--- config.mk ---
export PLATFORM = sky130hd
export DESIGN_NAME = cache_pkt_engine
export DESIGN_NICKNAME = d
export VERILOG_FILES = /design/src/source/cache_geom_pkg.sv /design/src/source/cache_op_pkg.sv /design/src/source/cache_pkt_engine.sv /design/src/source/cache_result.sv /design/src/source/cache_execute.sv /design/src/source/cache_pkt_decode.sv
export SDC_FILE = /design/constraint.sdc
export NUM_CORES = 2
export LEC_CHECK = 0
export BUFFER_PORTS_ARGS = -buffer_cell sky130_fd_sc_hd__buf_4
export CORE_MARGIN = 4
export CORE_UTILIZATION = 25
export DETAILED_ROUTE_END_ITERATION = 16
export PLACE_DENSITY_LB_ADDON = 0.12
export REMOVE_ABC_BUFFERS = 1
export SLEW_MARGIN = 20
export SYNTH_ARGS = -nofsm -noshare
export SYNTH_HDL_FRONTEND = slang
export SYNTH_SLANG_ARGS = --single-unit
--- constraint.sdc ---
create_clock -name clk_i -period 4.4 [get_ports clk_i]
set_input_delay 0.44 -clock clk_i [delete_from_list [all_inputs] [get_ports clk_i]]
set_output_delay 0.44 -clock clk_i [all_outputs]
set_load 0.05 [all_outputs]
--- src/source/cache_geom_pkg.sv ---
`default_nettype none

package cache_geom_pkg;

  localparam int data_width_c = 64;
  localparam int addr_width_c = 32;
  localparam int byte_offset_width_c = 3;

  // line address is the byte address without its offset bits
  localparam int line_addr_width_c = addr_width_c - byte_offset_width_c;
  localparam int tag_pad_width_c = data_width_c - line_addr_width_c - 2;

  // packet data word, either raw store data or a tag word for TAGST
  typedef union packed {
    logic [data_width_c-1:0] st_data;
    struct packed {
      logic [tag_pad_width_c-1:0] pad;
      logic lock;
      logic valid;
      logic [line_addr_width_c-1:0] line_addr;
    } tag;
  } pkt_data_u;

endpackage

`default_nettype wire

--- src/source/cache_op_pkg.sv ---
`default_nettype none

package cache_op_pkg;

  localparam int opcode_width_c = 5;

  // loads, signed then unsigned
  localparam logic [opcode_width_c-1:0] LB = 5'b00000;
  localparam logic [opcode_width_c-1:0] LH = 5'b00001;
  localparam logic [opcode_width_c-1:0] LW = 5'b00010;
  localparam logic [opcode_width_c-1:0] LD = 5'b00011;
  localparam logic [opcode_width_c-1:0] LBU = 5'b00100;
  localparam logic [opcode_width_c-1:0] LHU = 5'b00101;
  localparam logic [opcode_width_c-1:0] LWU = 5'b00110;
  localparam logic [opcode_width_c-1:0] LDU = 5'b00111;

  // stores and the masked pair
  localparam logic [opcode_width_c-1:0] SB = 5'b01000;
  localparam logic [opcode_width_c-1:0] SH = 5'b01001;
  localparam logic [opcode_width_c-1:0] SW = 5'b01010;
  localparam logic [opcode_width_c-1:0] SD = 5'b01011;
  localparam logic [opcode_width_c-1:0] LM = 5'b01100;
  localparam logic [opcode_width_c-1:0] SM = 5'b01101;

  // tag and address ops, codes 17, 24 and 25 stay free for flushes
  localparam logic [opcode_width_c-1:0] TAGST = 5'b10000;
  localparam logic [opcode_width_c-1:0] TAGLV = 5'b10010;
  localparam logic [opcode_width_c-1:0] TAGLA = 5'b10011;
  localparam logic [opcode_width_c-1:0] AINV = 5'b11010;
  localparam logic [opcode_width_c-1:0] ALOCK = 5'b11011;
  localparam logic [opcode_width_c-1:0] AUNLOCK = 5'b11100;

  localparam logic [1:0] size_byte_c = 2'd0;
  localparam logic [1:0] size_half_c = 2'd1;
  localparam logic [1:0] size_word_c = 2'd2;
  localparam logic [1:0] size_double_c = 2'd3;

endpackage

`default_nettype wire
--- src/source/cache_pkt_engine.sv ---
`default_nettype none

module cache_pkt_engine
  import cache_op_pkg::*;
  import cache_geom_pkg::*;
#(
  parameter int lines_p = 16
) (
  input  wire logic                      clk_i,
  input  wire logic                      arst_n_i,
  input  wire logic                      v_i,
  input  wire logic [opcode_width_c-1:0] opcode_i,
  input  wire logic [addr_width_c-1:0]   addr_i,
  input  wire logic [data_width_c-1:0]   data_i,
  input  wire logic [data_width_c/8-1:0] mask_i,
  output logic                           v_o,
  output logic [data_width_c-1:0]        data_o
);

  // decode flags
  logic [1:0] data_size;
  logic sigext;
  logic ld;
  logic st;
  logic mask_op;
  logic tagst;
  logic taglv;
  logic tagla;
  logic ainv;
  logic alock;
  logic aunlock;

  // execute stage outputs
  logic ex_v;
  logic [data_width_c-1:0] rd_data;
  pkt_data_u rd_tag;
  logic [1:0] ex_size;
  logic ex_sigext;
  logic ex_ld;
  logic ex_mask_op;
  logic ex_taglv;
  logic ex_tagla;
  logic [byte_offset_width_c-1:0] ex_offset;
  logic [data_width_c/8-1:0] ex_mask;

  cache_pkt_decode u_decode (
    .opcode_i    (opcode_i),
    .data_size_o (data_size),
    .sigext_o    (sigext),
    .ld_o        (ld),
    .st_o        (st),
    .mask_op_o   (mask_op),
    .tagst_o     (tagst),
    .taglv_o     (taglv),
    .tagla_o     (tagla),
    .ainv_o      (ainv),
    .alock_o     (alock),
    .aunlock_o   (aunlock)
  );

  cache_execute #(
    .lines_p (lines_p)
  ) u_execute (
    .clk_i        (clk_i),
    .arst_n_i     (arst_n_i),
    .v_i          (v_i),
    .addr_i       (addr_i),
    .data_i       (data_i),
    .mask_i       (mask_i),
    .data_size_i  (data_size),
    .sigext_i     (sigext),
    .ld_i         (ld),
    .st_i         (st),
    .mask_op_i    (mask_op),
    .tagst_i      (tagst),
    .taglv_i      (taglv),
    .tagla_i      (tagla),
    .ainv_i       (ainv),
    .alock_i      (alock),
    .aunlock_i    (aunlock),
    .ex_v_o       (ex_v),
    .rd_data_o    (rd_data),
    .rd_tag_o     (rd_tag),
    .ex_size_o    (ex_size),
    .ex_sigext_o  (ex_sigext),
    .ex_ld_o      (ex_ld),
    .ex_mask_op_o (ex_mask_op),
    .ex_taglv_o   (ex_taglv),
    .ex_tagla_o   (ex_tagla),
    .ex_offset_o  (ex_offset),
    .ex_mask_o    (ex_mask)
  );

  cache_result u_result (
    .clk_i        (clk_i),
    .arst_n_i     (arst_n_i),
    .ex_v_i       (ex_v),
    .rd_data_i    (rd_data),
    .rd_tag_i     (rd_tag),
    .ex_size_i    (ex_size),
    .ex_sigext_i  (ex_sigext),
    .ex_ld_i      (ex_ld),
    .ex_mask_op_i (ex_mask_op),
    .ex_taglv_i   (ex_taglv),
    .ex_tagla_i   (ex_tagla),
    .ex_offset_i  (ex_offset),
    .ex_mask_i    (ex_mask),
    .v_o          (v_o),
    .data_o       (data_o)
  );

endmodule

`default_nettype wire

--- src/source/cache_result.sv ---
`default_nettype none

module cache_result
  import cache_op_pkg::*;
  import cache_geom_pkg::*;
(
  input  wire logic                           clk_i,
  input  wire logic                           arst_n_i,
  input  wire logic                           ex_v_i,
  input  wire logic [data_width_c-1:0]        rd_data_i,
  input  wire pkt_data_u                      rd_tag_i,
  input  wire logic [1:0]                     ex_size_i,
  input  wire logic                           ex_sigext_i,
  input  wire logic                           ex_ld_i,
  input  wire logic                           ex_mask_op_i,
  input  wire logic                           ex_taglv_i,
  input  wire logic                           ex_tagla_i,
  input  wire logic [byte_offset_width_c-1:0] ex_offset_i,
  input  wire logic [data_width_c/8-1:0]      ex_mask_i,
  output logic                                v_o,
  output logic [data_width_c-1:0]             data_o
);

  logic [byte_offset_width_c-1:0] lane;
  logic [data_width_c-1:0] shifted;
  logic [data_width_c-1:0] result;

  // lane of the access, aligned to its size
  always_comb begin
    case (ex_size_i)
      size_byte_c: lane = ex_offset_i;
      size_half_c: lane = {ex_offset_i[2:1], 1'b0};
      size_word_c: lane = {ex_offset_i[2], 2'b00};
      default: lane = '0;
    endcase
  end

  assign shifted = rd_data_i >> {lane, 3'b000};

  always_comb begin
    result = '0;
    if (ex_ld_i && ex_mask_op_i) begin
      for (int k = 0; k < data_width_c / 8; k++) begin
        result[8*k +: 8] = rd_data_i[8*k +: 8] & {8{ex_mask_i[k]}};
      end
    end else if (ex_ld_i) begin
      case (ex_size_i)
        size_byte_c: result = {{56{ex_sigext_i & shifted[7]}}, shifted[7:0]};
        size_half_c: result = {{48{ex_sigext_i & shifted[15]}}, shifted[15:0]};
        size_word_c: result = {{32{ex_sigext_i & shifted[31]}}, shifted[31:0]};
        default: result = shifted;
      endcase
    end else if (ex_taglv_i) begin
      result[1:0] = {rd_tag_i.tag.lock, rd_tag_i.tag.valid};
    end else if (ex_tagla_i) begin
      result[addr_width_c-1:byte_offset_width_c] = rd_tag_i.tag.line_addr;
    end
  end

  always_ff @(posedge clk_i or negedge arst_n_i) begin
    if (!arst_n_i) begin
      v_o <= 1'b0;
      data_o <= '0;
    end else begin
      v_o <= ex_v_i;
      data_o <= ex_v_i ? result : '0;
    end
  end

endmodule

`default_nettype wire

--- src/source/cache_execute.sv ---
`default_nettype none

module cache_execute
  import cache_op_pkg::*;
  import cache_geom_pkg::*;
#(
  parameter int lines_p = 16
) (
  input  wire logic                           clk_i,
  input  wire logic                           arst_n_i,
  input  wire logic                           v_i,
  input  wire logic [addr_width_c-1:0]        addr_i,
  input  wire logic [data_width_c-1:0]        data_i,
  input  wire logic [data_width_c/8-1:0]      mask_i,
  input  wire logic [1:0]                     data_size_i,
  input  wire logic                           sigext_i,
  input  wire logic                           ld_i,
  input  wire logic                           st_i,
  input  wire logic                           mask_op_i,
  input  wire logic                           tagst_i,
  input  wire logic                           taglv_i,
  input  wire logic                           tagla_i,
  input  wire logic                           ainv_i,
  input  wire logic                           alock_i,
  input  wire logic                           aunlock_i,
  output logic                                ex_v_o,
  output logic [data_width_c-1:0]             rd_data_o,
  output pkt_data_u                           rd_tag_o,
  output logic [1:0]                          ex_size_o,
  output logic                                ex_sigext_o,
  output logic                                ex_ld_o,
  output logic                                ex_mask_op_o,
  output logic                                ex_taglv_o,
  output logic                                ex_tagla_o,
  output logic [byte_offset_width_c-1:0]      ex_offset_o,
  output logic [data_width_c/8-1:0]           ex_mask_o
);

  localparam int index_width_lp = $clog2(lines_p);
  localparam int bytes_lp = data_width_c / 8;

  logic [data_width_c-1:0] data_mem [lines_p];
  logic [line_addr_width_c-1:0] tag_addr [lines_p];
  logic [lines_p-1:0] tag_valid;
  logic [lines_p-1:0] tag_lock;

  logic [index_width_lp-1:0] index;
  logic [byte_offset_width_c-1:0] offset;
  pkt_data_u pkt_data;
  pkt_data_u tag_rd;
  logic [bytes_lp-1:0] byte_en;
  logic [data_width_c-1:0] wdata;

  assign offset = addr_i[byte_offset_width_c-1:0];
  assign index = addr_i[byte_offset_width_c +: index_width_lp];
  assign pkt_data = data_i;

  // byte lanes and replicated store data, low offset bits ignored
  always_comb begin
    byte_en = mask_i;
    wdata = pkt_data.st_data;
    if (!mask_op_i) begin
      case (data_size_i)
        size_byte_c: begin
          byte_en = 8'h01 << offset;
          wdata = {8{pkt_data.st_data[7:0]}};
        end
        size_half_c: begin
          byte_en = 8'h03 << {offset[2:1], 1'b0};
          wdata = {4{pkt_data.st_data[15:0]}};
        end
        size_word_c: begin
          byte_en = 8'h0f << {offset[2], 2'b00};
          wdata = {2{pkt_data.st_data[31:0]}};
        end
        default: byte_en = 8'hff;
      endcase
    end
  end

  always_ff @(posedge clk_i or negedge arst_n_i) begin
    if (!arst_n_i) begin
      for (int i = 0; i < lines_p; i++) begin
        data_mem[i] <= '0;
      end
    end else if (v_i && st_i) begin
      for (int k = 0; k < bytes_lp; k++) begin
        if (byte_en[k]) begin
          data_mem[index][8*k +: 8] <= wdata[8*k +: 8];
        end
      end
    end
  end

  always_ff @(posedge clk_i or negedge arst_n_i) begin
    if (!arst_n_i) begin
      tag_valid <= '0;
      tag_lock <= '0;
    end else if (v_i) begin
      if (tagst_i) begin
        tag_valid[index] <= pkt_data.tag.valid;
        tag_lock[index] <= pkt_data.tag.lock;
      end
      if (ainv_i) begin
        tag_valid[index] <= 1'b0;
        tag_lock[index] <= 1'b0;
      end
      if (alock_i) begin
        tag_lock[index] <= 1'b1;
      end
      if (aunlock_i) begin
        tag_lock[index] <= 1'b0;
      end
    end
  end

  always_ff @(posedge clk_i) begin
    if (v_i && tagst_i) begin
      tag_addr[index] <= pkt_data.tag.line_addr;
    end
  end

  always_comb begin
    tag_rd = '0;
    tag_rd.tag.lock = tag_lock[index];
    tag_rd.tag.valid = tag_valid[index];
    tag_rd.tag.line_addr = tag_addr[index];
  end

  // read before write, the word is captured on the same edge
  always_ff @(posedge clk_i) begin
    rd_data_o <= data_mem[index];
    rd_tag_o <= tag_rd;
  end

  always_ff @(posedge clk_i or negedge arst_n_i) begin
    if (!arst_n_i) begin
      ex_v_o <= 1'b0;
      ex_size_o <= size_byte_c;
      ex_sigext_o <= 1'b0;
      ex_ld_o <= 1'b0;
      ex_mask_op_o <= 1'b0;
      ex_taglv_o <= 1'b0;
      ex_tagla_o <= 1'b0;
      ex_offset_o <= '0;
      ex_mask_o <= '0;
    end else begin
      ex_v_o <= v_i;
      ex_size_o <= data_size_i;
      ex_sigext_o <= sigext_i;
      ex_ld_o <= ld_i;
      ex_mask_op_o <= mask_op_i;
      ex_taglv_o <= taglv_i;
      ex_tagla_o <= tagla_i;
      ex_offset_o <= offset;
      ex_mask_o <= mask_i;
    end
  end

endmodule

`default_nettype wire

--- src/source/cache_pkt_decode.sv ---
`default_nettype none

module cache_pkt_decode
  import cache_op_pkg::*;
(
  input  wire logic [opcode_width_c-1:0] opcode_i,
  output logic [1:0]                     data_size_o,
  output logic                           sigext_o,
  output logic                           ld_o,
  output logic                           st_o,
  output logic                           mask_op_o,
  output logic                           tagst_o,
  output logic                           taglv_o,
  output logic                           tagla_o,
  output logic                           ainv_o,
  output logic                           alock_o,
  output logic                           aunlock_o
);

  // access size, unknown codes fall back to byte
  always_comb begin
    unique case (opcode_i)
      LB, LBU, SB: data_size_o = size_byte_c;
      LH, LHU, SH: data_size_o = size_half_c;
      LW, LWU, SW: data_size_o = size_word_c;
      LD, LDU, SD: data_size_o = size_double_c;
      default: data_size_o = size_byte_c;
    endcase
  end

  always_comb begin
    sigext_o = 1'b0;
    ld_o = 1'b0;
    st_o = 1'b0;
    mask_op_o = 1'b0;
    tagst_o = 1'b0;
    taglv_o = 1'b0;
    tagla_o = 1'b0;
    ainv_o = 1'b0;
    alock_o = 1'b0;
    aunlock_o = 1'b0;
    case (opcode_i)
      LB, LH, LW, LD: begin
        ld_o = 1'b1;
        sigext_o = 1'b1;
      end
      LBU, LHU, LWU, LDU: ld_o = 1'b1;
      SB, SH, SW, SD: st_o = 1'b1;
      LM: begin
        ld_o = 1'b1;
        mask_op_o = 1'b1;
      end
      SM: begin
        st_o = 1'b1;
        mask_op_o = 1'b1;
      end
      TAGST: tagst_o = 1'b1;
      TAGLV: taglv_o = 1'b1;
      TAGLA: tagla_o = 1'b1;
      AINV: ainv_o = 1'b1;
      ALOCK: alock_o = 1'b1;
      AUNLOCK: aunlock_o = 1'b1;
      default: begin
        // unknown opcode, no flag
        ld_o = 1'b0;
      end
    endcase
  end

endmodule

`default_nettype wire

# == Yosys cells after proc, flatten, opt, wreduce, memory -nomap -nowiden ==
# Memories as Yosys holds them, arrays and structs flattened. A register that Yosys moved wholly into a read port is not among the register bits.
# Cells that the tools add are included.
# classes
magnitude_cmp,4
n_eq_ne,23
n_shift,4
n_mux,88
n_bitwise,17
n_reduce_logical,12
# ops
operator,n
1024-bit 2-to-1 mux,15
1024-bit bitwise mux,8
64-bit demux with 4-bit select,8
64-bit 2-to-1 mux,6
64-bit case mux with 3 select lines,2
64-bit binary-select mux with 4-bit select,1
16-bit 2-to-1 mux,11
29-bit 2-to-1 mux,3
8-bit AND,8
32-bit 2-to-1 mux,2
64-bit by 6-bit >> shifter with 64-bit output,1
56-bit 2-to-1 mux,1
16-bit AND,3
48-bit 2-to-1 mux,1
40-bit 2-to-1 mux,1
16-bit bitwise mux,2
"5-bit by 4-bit == test with 1-bit output, second input constant",6
"5-bit == test, second input constant",6
24-bit 2-to-1 mux,1
8-bit case mux with 3 select lines,1
"5-bit by 3-bit == test with 1-bit output, second input constant",4
1-bit 2-to-1 mux,16
8-bit 2-to-1 mux,2
16-bit NOT,1
25 further kinds,38
# totals
register_bits,1235
ramBits,464
romBits,32
in_bits,112
wordCells,181
n_memories,2
# mem_list
name,words,width,rd,rd_clocked_by_memory_dff,wr,line_no,source
u_execute.tag_addr,16,29,1,1,1,cache_execute.sv:43,logic [line_addr_width_c-1:0] tag_addr [lines_p];
(name not given),16,2,1,0,0,cache_pkt_decode.sv:22,unique case (opcode_i)

# == Longest topological paths before layout ==
# logic_depth
word_depth,28
ltp_mapped,10
depth_no_buf,7

# == By module ==
# A second synthesis with hierarchy kept.
# unflattened
hier_cells,4674
area_unflattened_um2,74102.3
# by_module_without_submodules
mod,n_inst,cells_each,area_per_inst_um2,seq_area_each_um2
cache_execute,1,4081,69275.2,42736.0
cache_result,1,571,4688.2,1626.6
cache_pkt_decode,1,22,138.9,0.0

# == Least setup slack after synthesis ==
# OpenSTA, ideal clock, no wires.
# synth_timing
path_kind,input to register
start,in addr_i[3]
end,mem u_execute.tag_addr[13][0] (netlist bit) (enable)
arrival_ps,3172
required_ps,3985
path_slack_ps,813
cell_stages,7
path_buffers,4
cell_sequence,buf_2 -> clkbuf_1 -> buf_2 -> clkbuf_1 -> and3b_1 -> nand3_1 -> nor2_1
# synth_lines
item,line_no,source
"start, declared",cache_pkt_engine.sv:13,"input wire logic [addr_width_c-1:0] addr_i,"
"end, declared",cache_execute.sv:43,
# Straight into the memory's write port.

# == Worst setup path after layout ==
# layout_timing
start,in opcode_i[1]
end,reg u_execute.data_mem[659] (netlist bit)
# layout_between
elab_chain_cells,27
word_cells_on_any_way,42
classes_between,8 x eq/ne; 29 x mux; 4 x reduce/logical; 1 x memory
# layout_rtl
item,line_no,source
"start, declared",cache_pkt_engine.sv:12,"input wire logic [opcode_width_c-1:0] opcode_i,"
memory 16 x 2 bit,--,
2-bit 2-to-1 mux,cache_pkt_decode.sv:22,
"2-bit == test, or another cell as far along",cache_execute.sv:63,case (data_size_i)
8-bit case mux with 3 select lines,cache_execute.sv:63,
8-bit 2-to-1 mux,cache_execute.sv:62,if (!mask_op_i) begin
1024-bit 2-to-1 mux,cache_execute.sv:88,if (byte_en[k]) begin
1024-bit 2-to-1 mux,cache_execute.sv:86,end else if (v_i && st_i) begin
1024-bit bitwise mux,cache_execute.sv:89,data_mem[index][8*k +: 8] <= wdata[8*k +: 8];
(+11 left out),--,
1024-bit bitwise mux,cache_execute.sv:89,
1024-bit 2-to-1 mux,cache_execute.sv:88,
1024-bit 2-to-1 mux,cache_execute.sv:86,
1024-bit bitwise mux,cache_execute.sv:89,
1024-bit 2-to-1 mux,cache_execute.sv:88,
1024-bit 2-to-1 mux,cache_execute.sv:86,
1024-bit bitwise mux,cache_execute.sv:89,
1024-bit 2-to-1 mux,cache_execute.sv:88,
"end signal, assigned by index",cache_execute.sv:89,
"end, declared",cache_execute.sv:42,logic [data_width_c-1:0] data_mem [lines_p];
# Several ways; a longest one is shown, not always the timed one. The select of a mux whose other input is x is not followed.
# A chain may end at the register's enable or synchronous reset.

==> flow_summary.json <==
{
  "status": "completed",
  "path_delay_family": "simple AND/OR/NAND/NOR gates",
  "endpoint_kind": "register",
  "ios": 177,
  "rsz0062_at_grt": "false",
  "route.detailed.drc": 0,
  "area_growth_pct": 19.3,
  "clk_pin_slew_worst_paths_ns": 0.06,
  "setup_ws_ns": 0.741,
  "coreArea_sq_mm": 0.297,
  "ant_nets": 0,
  "yosys-top-cells-area": "dfrtp_1, edfxtp_1, mux4_2, mux2_2, dfxtp_1",
  "ys_warn_count": 0,
  "place_inst": 8613,
  "initial_core_util": 0.251,
  "hold_viol_final": 0,
  "h-tree-depth": 4,
  "ys_ff_latch": 1699,
  "clock_path_buffers": 4,
  "layout_min_cycle_time_ns": 3.66,
  "grt_pass1_vias": 46300,
  "worst-path-buf-inv": 3,
  "timing.rr.start": "u_execute.ex_size_o[1]",
  "crit_path_cell_trace": "dlygate4sd3_1 -> buf_4 -> nand3b_1 -> or2_2 -> inv_2 -> nand2b_1 -> nand4_1 -> mux2_2",
  "wl_per_cell_microns": 29.8,
  "grt_usage": 0.173,
  "synthArstFlopShare": 0.671,
  "finalNonFillerCells": 9050,
  "grt.overflow.total": 0,
  "dr_total_vias": 44400,
  "worstSetupStartpoint": "opcode_i[1]",
  "endpoint": "u_execute.data_mem[659]",
  "maxSlewViolCount": 0,
  "p_leak_nw": 36.4,
  "fillers": 29500,
  "timing.slew.headroom": 0.203,
  "critical_path_class": "in -> reg",
  "cpPeakStageDelay_ns": 0.83,
  "grt_max_degree": 110,
  "synth_seq_area_share": 0.596,
  "setup_viol": 0,
  "fin_total_pwr_mw": 37.7,
  "drt_first_pass_iters": 5,
  "timing.final.crit_share": 0.832,
  "drive_above_1_share": 0.437,
  "yosysTopAreaCell": "dfrtp_1",
  "cp.depth": 8,
  "tritoncts": "done",
  "die_x_microns": 553,
  "cp_data_required_time_ns": 5.14,
  "start_kind": "primary input",
  "drt-total-wl_mm": 270,
  "numCtsBuffers": 206,
  "synth_cell_type_count": 73,
  "root_buffer": "clkbuf_16",
  "portBuffers": 151,
  "via_per_inst": 4.91,
  "multi_input_area_sq_mm": 0.0289,
  "grt_pass1_wl_mm": 380,
  "cts.sinks": 1699,
  "dp_slack_ns": 0.625,
  "gp_congestion": 0.855,
  "die_area_sq_mm": 0.306,
  "max_freq_mhz": 273,
  "cpMaxStageDelayCell": "nand4_1",
  "cp_max_fo": 30,
  "p_per_area_mw_per_mm2": 425,
  "die_h_microns": 553,
  "nets": 5038,
  "reg2reg_depth": 7,
  "seq_area_sq_mm": 0.0444,
  "synth_edf_count": 464,
  "min_path_type": "in -> async",
  "syn_area_sq_mm": 0.0744,
  "rows": 200,
  "syn_area_per_cell_sq_um": 16.0,
  "irDropWorstVdd_mv": 0.287,
  "synthesis.instances": 4651,
  "crit_arrival_ns": 4.40,
  "finalClockSkew_ns": 0.0625,
  "dp.final_hpwl_mm": 176,
  "reg2reg_slack_ns": 0.80,
  "tightest_slew_ns": 1.20,
  "insertion_delay_ns": 0.90,
  "drv_cap": 0,
  "antenna_found_initial": 31,
  "synthFlopType": "dfrtp_1",
  "drt_iter0_markers": 3331,
  "synth_top_area_frac": 0.384,
  "r2r_end": "u_result.data_o[30]"
}
## logic make-up after synthesis
family	Yosys count	share of synthesized area
mux	1429	0.289
xor+xnor	2	0.000236
flops	1699	0.596
simple gates	499	0.0365
compound gates	676	0.0588
buf+inv	346	0.0186
## worst min path at each step
| stage | start | endpoint | slack (ns) |
|---|---|---|---|
| 2_1_floorplan | arst_n_i | u_execute.data_mem[0] | 0.14 |
| 3_3_place_gp | arst_n_i | u_execute.data_mem[703] | 0.48 |
| 3_5_place_dp | u_execute.data_mem[862] | u_execute.data_mem[862] | 0.48 |
| 4_1_cts | data_i[60] | u_execute.data_mem[380] | 0.006 |
| 5_1_grt | data_i[1] | u_execute.tag_addr[13][1] | 0.05 |
| 6_report | arst_n_i | u_execute.data_mem[767] | 0.05 |
## metal layers
metal	wire length [microns]	track usage
met1	121000	0.238
met3	11700	0.0263
met5	13	0
met4	9720	0.0556
met2	127000	0.281
## worst register-to-register path: stages, from the launching register on
cell and delay [ns]:
dfrtp_2 0.60, nand2b_1 0.57, a211oi_1 0.15, o31ai_1 0.64, a31oi_2 0.59, buf_4 0.38
a311oi_1 0.37, buf_4 0.23
## registers in the layout, summed over array words and instances (netlist names)
name and cells:
u_result.v_o 1, u_execute.ex_size_o 2, u_execute.ex_offset_o 3, u_execute.ex_mask_o 8, u_execute.ex_v_o 1, u_execute.ex_taglv_o 1, u_execute.tag_addr 464, u_execute.data_mem 1024
u_result.data_o 64, u_execute.ex_tagla_o 1, u_execute.ex_sigext_o 1, u_execute.rd_tag_o 31, u_execute.ex_ld_o 1, u_execute.ex_mask_op_o 1, u_execute.rd_data_o 64, u_execute.tag_valid 16
u_execute.tag_lock 16
## layout make-up
type / instances / area share
Sequential cell: 1699 / 0.500
Multi-Input combinational cell: 2606 / 0.326
Clock inverter: 93 / 0.0130
Clock buffer: 289 / 0.0663
Antenna cell: 11 / 0.000310
Inverter: 10 / 0.000423
Timing Repair Buffer: 403 / 0.0387
Tap cell: 3939 / 0.0555
## synthesized netlist by cell type (8+ instances only)
cell type and number:
nor2b_1 19, a22oi_1 51, o211ai_1 31, edfxtp_1 464, clkbuf_1 217, or3_1 9
a31oi_1 13, nand3_2 65, a221o_1 8, a211oi_1 12, and2_1 8, o21ai_0 379
a311o_1 9, o2bb2ai_1 17, nor3_1 9, nand2_1 202, nand4_1 20, a311oi_1 20
dfrtp_1 1140, mux4_2 486, dfxtp_1 95, a32o_1 8, nand2b_1 20, nor2_1 48
buf_4 9, nand3_1 60, a2111oi_4 10, and3_1 13, buf_1 68, mux2i_1 26
a21oi_1 67, buf_2 42, mux2_2 913
## placed cells by master (no fill, tap or decap), types with 10 or more instances in the layout
| master | netlist | layout |
|---|---|---|
| clkinv_2 | 0 | 39 |
| dlygate4sd3_1 | 0 | 44 |
| dfrtp_1 | 1140 | 1137 |
| nor2_1 | 48 | 32 |
| o2bb2ai_2 | 0 | 10 |
| nand3_1 | 60 | 60 |
| mux2_2 | 913 | 913 |
| mux4_2 | 486 | 486 |
| clkbuf_16 | 0 | 206 |
| clkbuf_1 | 217 | 41 |
| buf_12 | 0 | 22 |
| a22oi_1 | 51 | 51 |
| mux2i_1 | 26 | 26 |
| dfxtp_1 | 95 | 95 |
| edfxtp_1 | 464 | 464 |
| diode_2 | 0 | 11 |
| and3_1 | 13 | 13 |
| buf_4 | 9 | 333 |
| nor2b_1 | 19 | 16 |
| clkinv_1 | 3 | 17 |
| nand2b_1 | 20 | 20 |
| a21oi_1 | 67 | 65 |
| o21ai_0 | 379 | 368 |
| nand3_2 | 65 | 65 |
| a211oi_1 | 12 | 12 |
| a311oi_1 | 20 | 20 |
| o211ai_1 | 31 | 31 |
| a31oi_1 | 13 | 11 |
| nor2_4 | 0 | 16 |
| clkbuf_8 | 0 | 42 |
| nand4_1 | 20 | 20 |
| bufinv_16 | 0 | 21 |
| a2111oi_4 | 10 | 10 |
| nand2_1 | 202 | 202 |
## metrics by stage
stage	hold slack, ns	TNS (ns)	utilization	instance area, sq um
after global placement	0.476	0	0.274	81200
after detailed placement	0.479	0	0.274	81200
after global routing	0.0465	0	0.299	88700
after floorplan	0.144	-31.96	-	73000
final	0.0471	0	0.299	88700
after CTS	0.00635	0	0.299	88700
## where the power goes
part	switching [mW]	total [mW]	internal (mW)	leakage, nW
Sequential	0.354	17.1	16.7	20.7
Clock	7.12	17.7	10.6	3.47
Combinational	1.84	2.97	1.13	12.3
## timing repair
item / 4_1_cts / 5_1_grt
endpoints found under the hold margin: 437 / 0
hold buffers: 44 / 0
gates resized for setup: 0 / 0
setup buffers: 0 / 0
(Power assumes the default switching activity.)
